**src/include/csr_consts.svh**
```systemverilog
`ifndef CSR_CONSTS_SVH
`define CSR_CONSTS_SVH

// Data path width
`define CSR_XLEN 32

// MXL = 1, I extension only
`define CSR_MISA_RESET 32'h4000_0100

// Write masks, a set bit is software writable
`define CSR_WMASK_MSTATUS 32'h0000_1888  // MIE, MPIE, MPP
`define CSR_WMASK_MIE     32'h0000_0888  // MSIE, MTIE, MEIE
`define CSR_WMASK_MTVEC   32'hFFFF_FFFC  // Direct mode only
`define CSR_WMASK_MEPC    32'hFFFF_FFFC

// mstatus fields
`define CSR_MIE_BIT  3
`define CSR_MPIE_BIT 7
`define CSR_MPP_LSB  11
`define CSR_MPP_MSB  12

// Interrupt line positions in mip and mie
`define CSR_IRQ_MSI 3
`define CSR_IRQ_MTI 7
`define CSR_IRQ_MEI 11

`endif

```
**src/csr_pkg.sv**
```systemverilog
`default_nettype none

`include "csr_consts.svh"

package csr_pkg;

    typedef enum logic [11:0] {
        MSTATUS   = 12'h300,
        MISA      = 12'h301,
        MIE       = 12'h304,
        MTVEC     = 12'h305,
        MSCRATCH  = 12'h340,
        MEPC      = 12'h341,
        MCAUSE    = 12'h342,
        MTVAL     = 12'h343,
        MIP       = 12'h344,
        MCYCLE    = 12'hB00,
        MINSTRET  = 12'hB02,
        MCYCLEH   = 12'hB80,
        MINSTRETH = 12'hB82,
        CYCLE     = 12'hC00,  // User counters, read only
        TIME      = 12'hC01,
        INSTRET   = 12'hC02,
        CYCLEH    = 12'hC80,
        TIMEH     = 12'hC81,
        INSTRETH  = 12'hC82,
        MVENDORID = 12'hF11,  // Identity, read as zero
        MARCHID   = 12'hF12,
        MIMPID    = 12'hF13,
        MHARTID   = 12'hF14
    } csr_addr_e;

    typedef enum logic [1:0] {
        CSR_NONE  = 2'd0,
        CSR_WRITE = 2'd1,
        CSR_SET   = 2'd2,
        CSR_CLEAR = 2'd3
    } csr_op_e;

    typedef enum logic [4:0] {
        EXC_ILLEGAL_INSTR    = 5'd2,
        EXC_BREAKPOINT       = 5'd3,
        EXC_LOAD_MISALIGNED  = 5'd4,
        EXC_STORE_MISALIGNED = 5'd6,
        EXC_ECALL_M          = 5'd11
    } exc_code_e;

    typedef enum logic [4:0] {
        IRQ_M_SW    = 5'd3,
        IRQ_M_TIMER = 5'd7,
        IRQ_M_EXT   = 5'd11
    } irq_code_e;

    typedef enum logic [1:0] {
        PRIV_USER    = 2'd0,
        PRIV_MACHINE = 2'd3
    } priv_e;

    // Decoder to bank
    typedef struct packed {
        logic                 re;
        logic                 we;
        csr_op_e              op;
        csr_addr_e            addr;
        logic [`CSR_XLEN-1:0] data;
    } csr_req_t;

    // Trap and return controls from the pipeline
    typedef struct packed {
        logic                 raise_exception;
        exc_code_e            exc_code;
        logic                 mret;
        logic                 interrupt_ack;
        logic [`CSR_XLEN-1:0] pc;
        logic [`CSR_XLEN-1:0] instr;
        logic                 jump;
        logic [`CSR_XLEN-1:0] jump_target;
    } trap_req_t;

endpackage

`default_nettype wire

```
**src/csr_instr_decode.sv**
```systemverilog
`timescale 1ns/1ps
`default_nettype none

`include "csr_consts.svh"

module csr_instr_decode (
    input  logic [31:0]        instr_i,
    input  logic [31:0]        rs1_data_i,
    input  logic               valid_i,
    output csr_pkg::csr_req_t  req_o,
    output logic               illegal_o
);
    import csr_pkg::*;

    localparam logic [6:0] OPCODE_SYSTEM = 7'b111_0011;

    logic [6:0]  opcode;
    logic [2:0]  funct3;
    logic [4:0]  rd;
    logic [4:0]  rs1;       // Also the zimm field
    logic [11:0] csr_field;
    logic        is_csr;
    logic        read_only;

    assign opcode    = instr_i[6:0];
    assign rd        = instr_i[11:7];
    assign funct3    = instr_i[14:12];
    assign rs1       = instr_i[19:15];
    assign csr_field = instr_i[31:20];

    // funct3 of 000 and 100 are not CSR accesses
    assign is_csr    = (opcode == OPCODE_SYSTEM) && (funct3[1:0] != 2'b00);
    assign read_only = &csr_field[11:10];

    always_comb begin
        req_o     = '0;
        illegal_o = 1'b0;
        if (valid_i && is_csr) begin
            req_o.addr = csr_addr_e'(csr_field);
            req_o.data = funct3[2] ? {{(`CSR_XLEN-5){1'b0}}, rs1} : rs1_data_i;
            case (funct3[1:0])
                2'b01: begin
                    req_o.op = CSR_WRITE;
                    req_o.re = (rd != 5'd0);  // CSRRW x0 skips the read
                    req_o.we = 1'b1;
                end
                2'b10: begin
                    req_o.op = CSR_SET;
                    req_o.re = 1'b1;
                    req_o.we = (rs1 != 5'd0);
                end
                default: begin
                    req_o.op = CSR_CLEAR;
                    req_o.re = 1'b1;
                    req_o.we = (rs1 != 5'd0);
                end
            endcase

            // Read-only space takes no write
            if (req_o.we && read_only) begin
                illegal_o = 1'b1;
                req_o.we  = 1'b0;
            end
        end
    end

endmodule

`default_nettype wire

```
**src/csr_bank.sv**
```systemverilog
`timescale 1ns/1ps
`default_nettype none

`include "csr_consts.svh"

module csr_bank (
    input  logic                 clk,
    input  logic                 reset,
    input  csr_pkg::csr_req_t    req_i,
    input  logic                 killed_i,
    input  csr_pkg::trap_req_t   trap_i,
    input  logic [63:0]          mtime_i,
    input  logic [31:0]          irq_i,
    output logic [31:0]          rd_data_o,
    output logic [31:0]          mtvec_o,
    output logic [31:0]          mepc_o,
    output csr_pkg::priv_e       priv_o,
    output logic                 irq_pending_o
);
    import csr_pkg::*;

    logic [`CSR_XLEN-1:0] mstatus;
    logic [`CSR_XLEN-1:0] mie;
    logic [`CSR_XLEN-1:0] mtvec_q;
    logic [`CSR_XLEN-1:0] mscratch;
    logic [`CSR_XLEN-1:0] mepc_q;
    logic [`CSR_XLEN-1:0] mcause;
    logic [`CSR_XLEN-1:0] mtval;
    logic [`CSR_XLEN-1:0] mip;
    logic [63:0]          mcycle;
    logic [63:0]          minstret;
    priv_e                priv_q;
    irq_code_e            irq_code_q;  // Cause latched with the pending flag

    logic [`CSR_XLEN-1:0] cur_val;
    logic [`CSR_XLEN-1:0] wmask;
    logic [`CSR_XLEN-1:0] wr_data;
    logic                 trap_enter;
    logic                 irq_enabled;

    assign mtvec_o = mtvec_q;
    assign mepc_o  = mepc_q;
    assign priv_o  = priv_q;

    assign trap_enter  = trap_i.raise_exception || trap_i.interrupt_ack;
    assign irq_enabled = mstatus[`CSR_MIE_BIT] && ((mie & mip) != '0);

    // Current value of the addressed register
    always_comb begin
        case (req_i.addr)
            MSTATUS:   cur_val = mstatus;
            MIE:       cur_val = mie;
            MTVEC:     cur_val = mtvec_q;
            MEPC:      cur_val = mepc_q;
            MSCRATCH:  cur_val = mscratch;
            MCAUSE:    cur_val = mcause;
            MTVAL:     cur_val = mtval;
            MCYCLE:    cur_val = mcycle[31:0];
            MCYCLEH:   cur_val = mcycle[63:32];
            MINSTRET:  cur_val = minstret[31:0];
            MINSTRETH: cur_val = minstret[63:32];
            default:   cur_val = '0;
        endcase
    end

    // Write mask of the addressed register
    always_comb begin
        case (req_i.addr)
            MSTATUS:   wmask = `CSR_WMASK_MSTATUS;
            MIE:       wmask = `CSR_WMASK_MIE;
            MTVEC:     wmask = `CSR_WMASK_MTVEC;
            MEPC:      wmask = `CSR_WMASK_MEPC;
            MSCRATCH,
            MCAUSE,
            MTVAL,
            MCYCLE,
            MCYCLEH,
            MINSTRET,
            MINSTRETH: wmask = '1;
            default:   wmask = '0;  // No entry means writes are ignored
        endcase
    end

    always_comb begin
        case (req_i.op)
            CSR_WRITE: wr_data = req_i.data & wmask;
            CSR_SET:   wr_data = (cur_val | req_i.data) & wmask;
            CSR_CLEAR: wr_data = (cur_val & ~req_i.data) & wmask;
            default:   wr_data = cur_val;
        endcase
    end

    always_ff @(posedge clk) begin
        if (reset) begin
            mstatus  <= '0;
            mie      <= '0;
            mtvec_q  <= '0;
            mscratch <= '0;
            mepc_q   <= '0;
            mcause   <= '0;
            mtval    <= '0;
            mcycle   <= '0;
            minstret <= '0;
            priv_q   <= PRIV_MACHINE;
        end else begin
            mcycle <= mcycle + 64'd1;
            if (!killed_i) begin
                minstret <= minstret + 64'd1;
            end

            if (trap_i.mret) begin
                mstatus[`CSR_MIE_BIT] <= mstatus[`CSR_MPIE_BIT];
                priv_q <= priv_e'(mstatus[`CSR_MPP_MSB:`CSR_MPP_LSB]);
            end else if (trap_enter) begin
                mstatus[`CSR_MPIE_BIT] <= mstatus[`CSR_MIE_BIT];
                mstatus[`CSR_MIE_BIT]  <= 1'b0;
                mstatus[`CSR_MPP_MSB:`CSR_MPP_LSB] <= priv_q;
                priv_q <= PRIV_MACHINE;
                if (trap_i.raise_exception) begin
                    mcause <= {27'b0, trap_i.exc_code};
                    // ecall and ebreak return to the trapping instruction
                    if (trap_i.exc_code == EXC_ECALL_M || trap_i.exc_code == EXC_BREAKPOINT)
                        mepc_q <= trap_i.pc;
                    else
                        mepc_q <= trap_i.pc + 32'd4;
                    mtval <= (trap_i.exc_code == EXC_ILLEGAL_INSTR) ? trap_i.instr : trap_i.pc;
                end else begin
                    mcause <= {1'b1, 26'b0, irq_code_q};
                    mepc_q <= trap_i.jump ? trap_i.jump_target : trap_i.pc;
                end
            end else if (req_i.we && !killed_i) begin
                case (req_i.addr)
                    MSTATUS:   mstatus         <= wr_data;
                    MIE:       mie             <= wr_data;
                    MTVEC:     mtvec_q         <= wr_data;
                    MSCRATCH:  mscratch        <= wr_data;
                    MEPC:      mepc_q          <= wr_data;
                    MCAUSE:    mcause          <= wr_data;
                    MTVAL:     mtval           <= wr_data;
                    MCYCLE:    mcycle[31:0]    <= wr_data;  // Overrides the increment
                    MCYCLEH:   mcycle[63:32]   <= wr_data;
                    MINSTRET:  minstret[31:0]  <= wr_data;
                    MINSTRETH: minstret[63:32] <= wr_data;
                    default: ;
                endcase
            end
        end
    end

    // Read port gives zero for squashed or absent reads
    always_comb begin
        rd_data_o = '0;
        if (req_i.re && !killed_i) begin
            case (req_i.addr)
                MSTATUS:   rd_data_o = mstatus;
                MISA:      rd_data_o = `CSR_MISA_RESET;
                MIE:       rd_data_o = mie;
                MTVEC:     rd_data_o = mtvec_q;
                MSCRATCH:  rd_data_o = mscratch;
                MEPC:      rd_data_o = mepc_q;
                MCAUSE:    rd_data_o = mcause;
                MTVAL:     rd_data_o = mtval;
                MIP:       rd_data_o = mip;
                MCYCLE,
                CYCLE:     rd_data_o = mcycle[31:0];
                MCYCLEH,
                CYCLEH:    rd_data_o = mcycle[63:32];
                MINSTRET,
                INSTRET:   rd_data_o = minstret[31:0];
                MINSTRETH,
                INSTRETH:  rd_data_o = minstret[63:32];
                TIME:      rd_data_o = mtime_i[31:0];
                TIMEH:     rd_data_o = mtime_i[63:32];
                default:   rd_data_o = '0;  // Identity registers included
            endcase
        end
    end

    always_ff @(posedge clk) begin
        if (reset) begin
            mip           <= '0;
            irq_pending_o <= 1'b0;
        end else begin
            mip           <= irq_i;
            irq_pending_o <= irq_enabled && !trap_i.interrupt_ack;
        end
    end

    // External first, then software, then timer
    always_ff @(posedge clk) begin
        if (irq_enabled && !trap_i.interrupt_ack) begin
            if (mip[`CSR_IRQ_MEI] && mie[`CSR_IRQ_MEI])
                irq_code_q <= IRQ_M_EXT;
            else if (mip[`CSR_IRQ_MSI] && mie[`CSR_IRQ_MSI])
                irq_code_q <= IRQ_M_SW;
            else
                irq_code_q <= IRQ_M_TIMER;
        end
    end

endmodule

`default_nettype wire

```
**src/machine_timer.sv**
```systemverilog
`timescale 1ns/1ps
`default_nettype none

module machine_timer (
    input  logic        clk,
    input  logic        reset,
    input  logic        mtimecmp_we_i,
    input  logic [63:0] mtimecmp_data_i,
    output logic [63:0] mtime_o,
    output logic        timer_irq_o
);

    logic [63:0] mtime_q;
    logic [63:0] mtimecmp_q;

    // Free-running, one tick per clock
    always_ff @(posedge clk) begin
        if (reset) begin
            mtime_q <= '0;
        end else begin
            mtime_q <= mtime_q + 64'd1;
        end
    end

    always_ff @(posedge clk) begin
        if (reset) begin
            mtimecmp_q <= '1;  // Keeps the irq quiet after reset
        end else if (mtimecmp_we_i) begin
            mtimecmp_q <= mtimecmp_data_i;
        end
    end

    assign mtime_o = mtime_q;

    // Level stays up until software moves the compare value
    assign timer_irq_o = (mtime_q >= mtimecmp_q);

endmodule

`default_nettype wire

```
**src/csr_subsystem.sv**
```systemverilog
`timescale 1ns/1ps
`default_nettype none

`include "csr_consts.svh"

module csr_subsystem (
    input  logic                 clk,
    input  logic                 reset,
    input  logic [31:0]          instr_i,
    input  logic [31:0]          rs1_data_i,
    input  logic                 valid_i,
    input  logic                 killed_i,
    input  csr_pkg::trap_req_t   trap_i,
    input  logic                 irq_ext_i,
    input  logic                 irq_sw_i,
    input  logic                 mtimecmp_we_i,
    input  logic [63:0]          mtimecmp_data_i,
    output logic [31:0]          rd_data_o,
    output logic                 illegal_o,
    output logic [31:0]          mtvec_o,
    output logic [31:0]          mepc_o,
    output csr_pkg::priv_e       priv_o,
    output logic                 irq_pending_o
);
    import csr_pkg::*;

    csr_req_t    csr_req;
    logic [63:0] mtime;
    logic        timer_irq;
    logic [31:0] irq_vec;

    // Standard machine interrupt positions
    always_comb begin
        irq_vec              = '0;
        irq_vec[`CSR_IRQ_MSI] = irq_sw_i;
        irq_vec[`CSR_IRQ_MTI] = timer_irq;
        irq_vec[`CSR_IRQ_MEI] = irq_ext_i;
    end

    csr_instr_decode u_decode (
        .instr_i    (instr_i),
        .rs1_data_i (rs1_data_i),
        .valid_i    (valid_i),
        .req_o      (csr_req),
        .illegal_o  (illegal_o)
    );

    csr_bank u_bank (
        .clk           (clk),
        .reset         (reset),
        .req_i         (csr_req),
        .killed_i      (killed_i),
        .trap_i        (trap_i),
        .mtime_i       (mtime),
        .irq_i         (irq_vec),
        .rd_data_o     (rd_data_o),
        .mtvec_o       (mtvec_o),
        .mepc_o        (mepc_o),
        .priv_o        (priv_o),
        .irq_pending_o (irq_pending_o)
    );

    machine_timer u_timer (
        .clk             (clk),
        .reset           (reset),
        .mtimecmp_we_i   (mtimecmp_we_i),
        .mtimecmp_data_i (mtimecmp_data_i),
        .mtime_o         (mtime),
        .timer_irq_o     (timer_irq)
    );

endmodule

`default_nettype wire

```
**config.mk**
```make
export PLATFORM = sky130hd
export DESIGN_NAME = csr_subsystem
export DESIGN_NICKNAME = d
export VERILOG_FILES = /design/src/csr_pkg.sv /design/src/csr_instr_decode.sv /design/src/csr_bank.sv /design/src/machine_timer.sv /design/src/csr_subsystem.sv
export VERILOG_INCLUDE_DIRS = /design/src /design/src/include
export SDC_FILE = /design/constraint.sdc
export NUM_CORES = 2
export LEC_CHECK = 0
export ABC_CLOCK_PERIOD_IN_PS = 8450
export BUFFER_PORTS_ARGS = -buffer_cell sky130_fd_sc_hd__buf_4
export CAP_MARGIN = 20
export CORE_MARGIN = 2
export CORE_UTILIZATION = 30
export DETAILED_ROUTE_END_ITERATION = 8
export GPL_ROUTABILITY_DRIVEN = 1
export REMOVE_ABC_BUFFERS = 1
export SYNTH_ARGS = -nofsm -noshare
export SYNTH_HDL_FRONTEND = slang
export SYNTH_SLANG_ARGS = --single-unit
```
**constraint.sdc**
```tcl
create_clock -name clk -period 8.45 [get_ports clk]
set_input_delay 0.845 -clock clk [delete_from_list [all_inputs] [get_ports clk]]
set_output_delay 0.845 -clock clk [all_outputs]
set_load 0.01 [all_outputs]
```
Word level (Yosys, flattened, before mapping)
Index checks and enable logic that the tools add are counted.
- add/sub/neg operators: 4
- order comparisons: 1
- equal/unequal tests: 29
- multiplexer cells: 47
- bitwise logic cells: 9
- reductions and logical operators: 41
- operator list (kind ; count):
    two-way mux 32 bit ; 21
    one-hot mux 32 bit (15 select lines) ; 1
    two-way mux 64 bit ; 7
    one-hot mux 32 bit (11 select lines) ; 1
    adder 64 x 1 -> 64 bit (second input constant) ; 3
    AND 32 bit ; 5
    one-hot mux 32 bit (4 select lines) ; 1
    equality test 12 bit (second input constant) ; 10
    equality test 12 x 10 -> 1 bit (second input constant) ; 9
    one-hot mux 32 bit (3 select lines) ; 1
    >= comparator 64 bit ; 1
    two-way mux 48 bit ; 1
    adder 32 x 3 -> 32 bit (second input constant) ; 1
    inverter 32 bit ; 1
    OR 32 bit ; 1
    nonzero test 32 bit ; 1
    two-way mux 13 bit ; 2
    AND reduction 4 bit ; 5
    nonzero test 2 bit ; 7
    equality test 5 x 2 -> 1 bit (second input constant) ; 2
    nonzero test 5 bit ; 2
    OR reduction 2 bit ; 5
    logical AND 1 bit ; 9
    AND reduction 3 bit ; 3
    other kinds (16) ; 31
- register bits: 520
- logic and storage cells: 149

Longest topological paths before layout
- depth in word-level cells: 16
- depth in mapped cells: 12
- depth with buffers taken out: 9

Cells and area by module
A second synthesis with hierarchy kept.
- cell total of the unflattened synthesis: 3723
- area, all modules: 30570.6 um^2
- by module, submodules not included (module ; times used ; cells each ; area each (um^2)):
    csr_bank ; 1 ; 2890 ; 23391.2
    machine_timer ; 1 ; 752 ; 6480.0
    csr_instr_decode ; 1 ; 80 ; 695.7
    csr_subsystem ; 1 ; 1 ; 3.8

Worst setup path before layout
Ideal clock, no wire load.
- path type: in2out
- start point: input port instr_i[12]
- end point: output port rd_data_o[8]
- arrival time: 3212 ps
- required time: 7605 ps
- path slack: 4393 ps
- stages on the path: 8
- path buffers: 1
- cells stage by stage: inv_1 -> ha_1 -> nand4b_1 -> or4_1 -> nor3_1 -> clkbuf_1 -> a222oi_1 -> a41oi_1
- cells in the longest elaborated chain, start to end: 8
- elaborated cells on any way between the ends: 34
- those cells by class: 21 x eq/ne; 5 x mux; 8 x reduce/logical
- RTL lines (what ; line ; text):
    from (decl) ; csr_subsystem.sv:9 ; input logic [31:0] instr_i,
    nonzero test 2 bit ; csr_instr_decode.sv:32 ; assign is_csr = (opcode == OPCODE_SYSTEM) && (funct3[1:0] != 2'b00);
    logical AND 1 bit ; csr_instr_decode.sv:32 ;
    logical AND 1 bit ; csr_instr_decode.sv:38 ; if (valid_i && is_csr) begin
    two-way mux 48 bit * ; csr_instr_decode.sv:38 ;
    equality test 12 bit ; csr_bank.sv:154 ; case (req_i.addr)
    OR reduction 2 bit ; csr_bank.sv:154 ;
    one-hot mux 32 bit (15 select lines) ; csr_bank.sv:154 ;
    two-way mux 32 bit * ; csr_bank.sv:153 ; if (req_i.re && !killed_i) begin
    to (decl) ; csr_subsystem.sv:18 ; output logic [31:0] rd_data_o,
Every way passes the cells marked *; elsewhere a longest branch is shown, timed or not. The select of a mux whose other input is x is not followed.

Worst setup path after layout
- start point: input port instr_i[20]
- end point: output port rd_data_o[8]
- cells in the longest elaborated chain, start to end: 5
- elaborated cells on any way between the ends: 26
- those cells by class: 19 x eq/ne; 3 x mux; 4 x reduce/logical
- RTL lines (what ; line):
    two-way mux 48 bit * ; csr_instr_decode.sv:38
    equality test 12 bit ; csr_bank.sv:154
    OR reduction 2 bit ; csr_bank.sv:154
    one-hot mux 32 bit (15 select lines) * ; csr_bank.sv:154
    two-way mux 32 bit * ; csr_bank.sv:153
Every way passes the cells marked *; elsewhere a longest branch is shown, timed or not.

==> results.json <==
{
  "end_kind": "output pin",
  "layout.cells.non_filler": 5114,
  "cts_buffers": 57,
  "drt-initial-drc-count": 4821,
  "rsz0062_at_grt": "false",
  "hold_class": "in -> reg",
  "synthAdderAreaFrac": 0.0308,
  "die_area_sq_mm": 0.0987,
  "mostFrequentLayoutCells": "486 x dfxtp_1, 423 x buf_4, 415 x nand2_1, 289 x nor2_1, 159 x nand3_1",
  "drc": 36,
  "cp_max_fo": 43,
  "hold_slack_ps": 430,
  "violations": "design-rule violations",
  "ir_drop_uv": 180,
  "utilization": 0.365,
  "finalCriticalPeriod_ps": 5740,
  "slew_headroom": 0.147,
  "io_buffer_count": 339,
  "synthFlopType": "dfxtp_1",
  "num_rows": 113,
  "power_leakage_nw": 12.9,
  "place_area_sq_mm": 0.0327,
  "drv_cap": 0,
  "fin_setup_tns_ps": 0,
  "yosysUniqueCellTypes": 92,
  "yosys.area.top_type_share": 0.337,
  "die_x_um": 314,
  "dieHeight_um": 314,
  "via_per_inst": 6.12,
  "reg2regPathDepth": 7,
  "grt_use_total": 0.287,
  "cts_root_buffer": "clkbuf_16",
  "yosys.area_share.simple": 0.240,
  "cp_data_arrival_time_ps": 4900,
  "clock_latency_ps": 670,
  "postSynthCellCount": 3592,
  "overflow": 0,
  "synth_xor_area_frac": 0.0582,
  "r2r_end": "u_bank.mcycle[57]",
  "drt_wl_total_um": 148000,
  "dp_hpwl_um": 111000,
  "antenna_found_initial": 5,
  "regArea_sq_mm": 0.00979,
  "layout-drive-gt1-share": 0.162,
  "synth.yosys.warnings": 0,
  "fin_nets": 4113,
  "status": "finished, violations left",
  "synth_edf_count": 2,
  "min_from": "mtimecmp_data_i[54]",
  "finClkSkew_ps": 60.8,
  "syn2layout_area_growth_pct": 20.5,
  "post-place-cells": 5007,
  "required_ps": 7610,
  "h-tree-depth": 2,
  "worst_pin_slew_ps": 1270,
  "yosysSeqAreaShare": 0.339,
  "post_cts_resized": 0,
  "crit_type": "in -> out",
  "syn_area_sq_mm": 0.0289,
  "powerDensity_mw_per_mm2": 161,
  "hold_buffers": 0,
  "synth-compound-area-share": 0.248,
  "hold_violations": 0,
  "cts_tree": "done",
  "firstDrtPassIters": 9,
  "start_util": 0.303,
  "stdcell_area_sq_mm": 0.0348,
  "grt_pass1_vias": 29116,
  "cts_setup_buffers": 0,
  "syn-mean-instance-area_sq_um": 8.04,
  "synthMuxAreaShare": 0.0307,
  "setup_viol": 0,
  "synth_top_family_by_area": "compound AO/OA/AOI/OAI gates",
  "synth.area.top_cells": "dfxtp_1 34%, nand2_1 5.4%, nor2_1 3.8%",
  "clockBufferDepth": 3,
  "ys_async_sr_fraction": 0,
  "post_drt_wl_per_cell_um": 28.9,
  "grt_pass1_wl_um": 210000,
  "drv_slew": 0,
  "num_antenna_cells": 0,
  "fmax_ghz": 0.174,
  "ant_nets": 0,
  "hold_end": "u_timer.mtimecmp_q[54]",
  "core_area_sq_mm": 0.0952,
  "vias": 31278,
  "boundaryPins": 340,
  "regToRegStartpoint": "u_bank.mcycle[17]",
  "hold_depth": 3,
  "fill_cells": 9964,
  "final_common_cell": "dfxtp_1",
  "path_clk_slew_ps": 60,
  "clkSinkCount": 488,
  "yosys.area.top_type": "dfxtp_1",
  "rrSetupSlack_ps": 5360,
  "grt_max_degree": 80,
  "cp-start-kind": "input pin",
  "multiInputGateArea_sq_mm": 0.0177,
  "gp_congestion": 1.01,
  "fin_crit_sh": 0.680,
  "synth-seq-cells": 488
}
==> synthesized netlist by cell type (all sizes together), types with 19 or more instances <==
library cell    n
a211oi         92
a21o           19
a21oi         160
a221oi         37
a222oi        107
a22oi         100
a31oi          30
a41oi          23
and2           76
and3           45
and4           41
buf            57
clkbuf        218
dfxtp         486
ha             71
inv           116
mux2           37
mux2i          47
nand2         415
nand2b         26
nand3         159
nand4          99
nor2          293
nor2b          32
nor3           66
nor4           44
o211ai         88
o21ai         103
o22ai          81
or3            34
xnor2         113
xor2           79
==> sequential cells by signal, indices dropped and copies added, names as in the netlist <==
signal	flops
u_bank.mcause	32
u_bank.priv_o	2
u_bank.mstatus	32
u_timer.mtime_o	64
u_bank.irq_pending_o	1
u_bank.irq_code_q	2
u_bank.mscratch	32
u_timer.mtimecmp_q	64
u_bank.mip	3
u_bank.mtvec_o	32
u_bank.mepc_o	32
u_bank.mie	32
u_bank.mtval	32
u_bank.mcycle	64
u_bank.minstret	64
==> report_power, final <==
| part | switching (mW) | leakage [nW] | internal [mW] |
|---|---|---|---|
| Combinational | 0.311 | 7.96 | 0.189 |
| Sequential | 0.0443 | 3.96 | 2.35 |
| Clock | 1.12 | 0.994 | 1.57 |
| Total | 1.48 | 12.9 | 4.11 |
==> routing by layer <==
layer,part of all wire,track usage,vias to the layer above
li1,-,-,13926
met1,0.40,0.381,14992
met2,0.43,0.442,1998
met3,0.11,0.0697,356
met4,0.048,0.122,6
met5,0.00039,0,-
==> how the worst max path moves through the flow <==
stage | start | end | slack, ps | cells past startpoint
2_1_floorplan | instr_i[12] | rd_data_o[11] | 2130 | 9
3_3_place_gp | instr_i[20] | rd_data_o[8] | 2850 | 11
3_5_place_dp | instr_i[20] | rd_data_o[8] | 2850 | 11
4_1_cts | instr_i[20] | rd_data_o[8] | 2840 | 11
5_1_grt | instr_i[20] | rd_data_o[8] | 2630 | 11
6_report | instr_i[20] | rd_data_o[8] | 2710 | 11
==> final cells by class <==
type	instances	share of cell area
multi-input cells	2712	0.509
flip-flops and latches	488	0.281
repair buffers	426	0.0928
clock buffers	83	0.0485
well taps	1265	0.0455
inverters	117	0.0128
clock inverters	23	0.00961
==> cells by family after synthesis <==
| family | count (synthesis) |
|---|---|
| AO/OA/AOI/OAI | 980 |
| XOR/XNOR | 192 |
| adder cells (fa/ha/maj) | 71 |
| buffers and inverters | 392 |
| flip-flops | 488 |
| multiplexers | 84 |
| AND/OR/NAND/NOR | 1385 |
==> critical path, cell delays in order <==
cell and delay (ps):
buf_4 340, or4b_1 860, or4_1 610, nor3_4 150
buf_4 390, a2111oi_0 190, nand4_1 160, nand2_1 180
buf_4 340, a41oi_1 570, buf_4 240
==> per-stage QoR <==
stage / setup WS [ps] / total power, mW
2_1_floorplan: 2130 / 2.63
3_3_place_gp: 2850 / 2.93
3_5_place_dp: 2850 / 2.93
4_1_cts: 2840 / 5.59
5_1_grt: 2630 / 5.73
6_report: 2710 / 5.59
(Power assumes the default switching activity.)
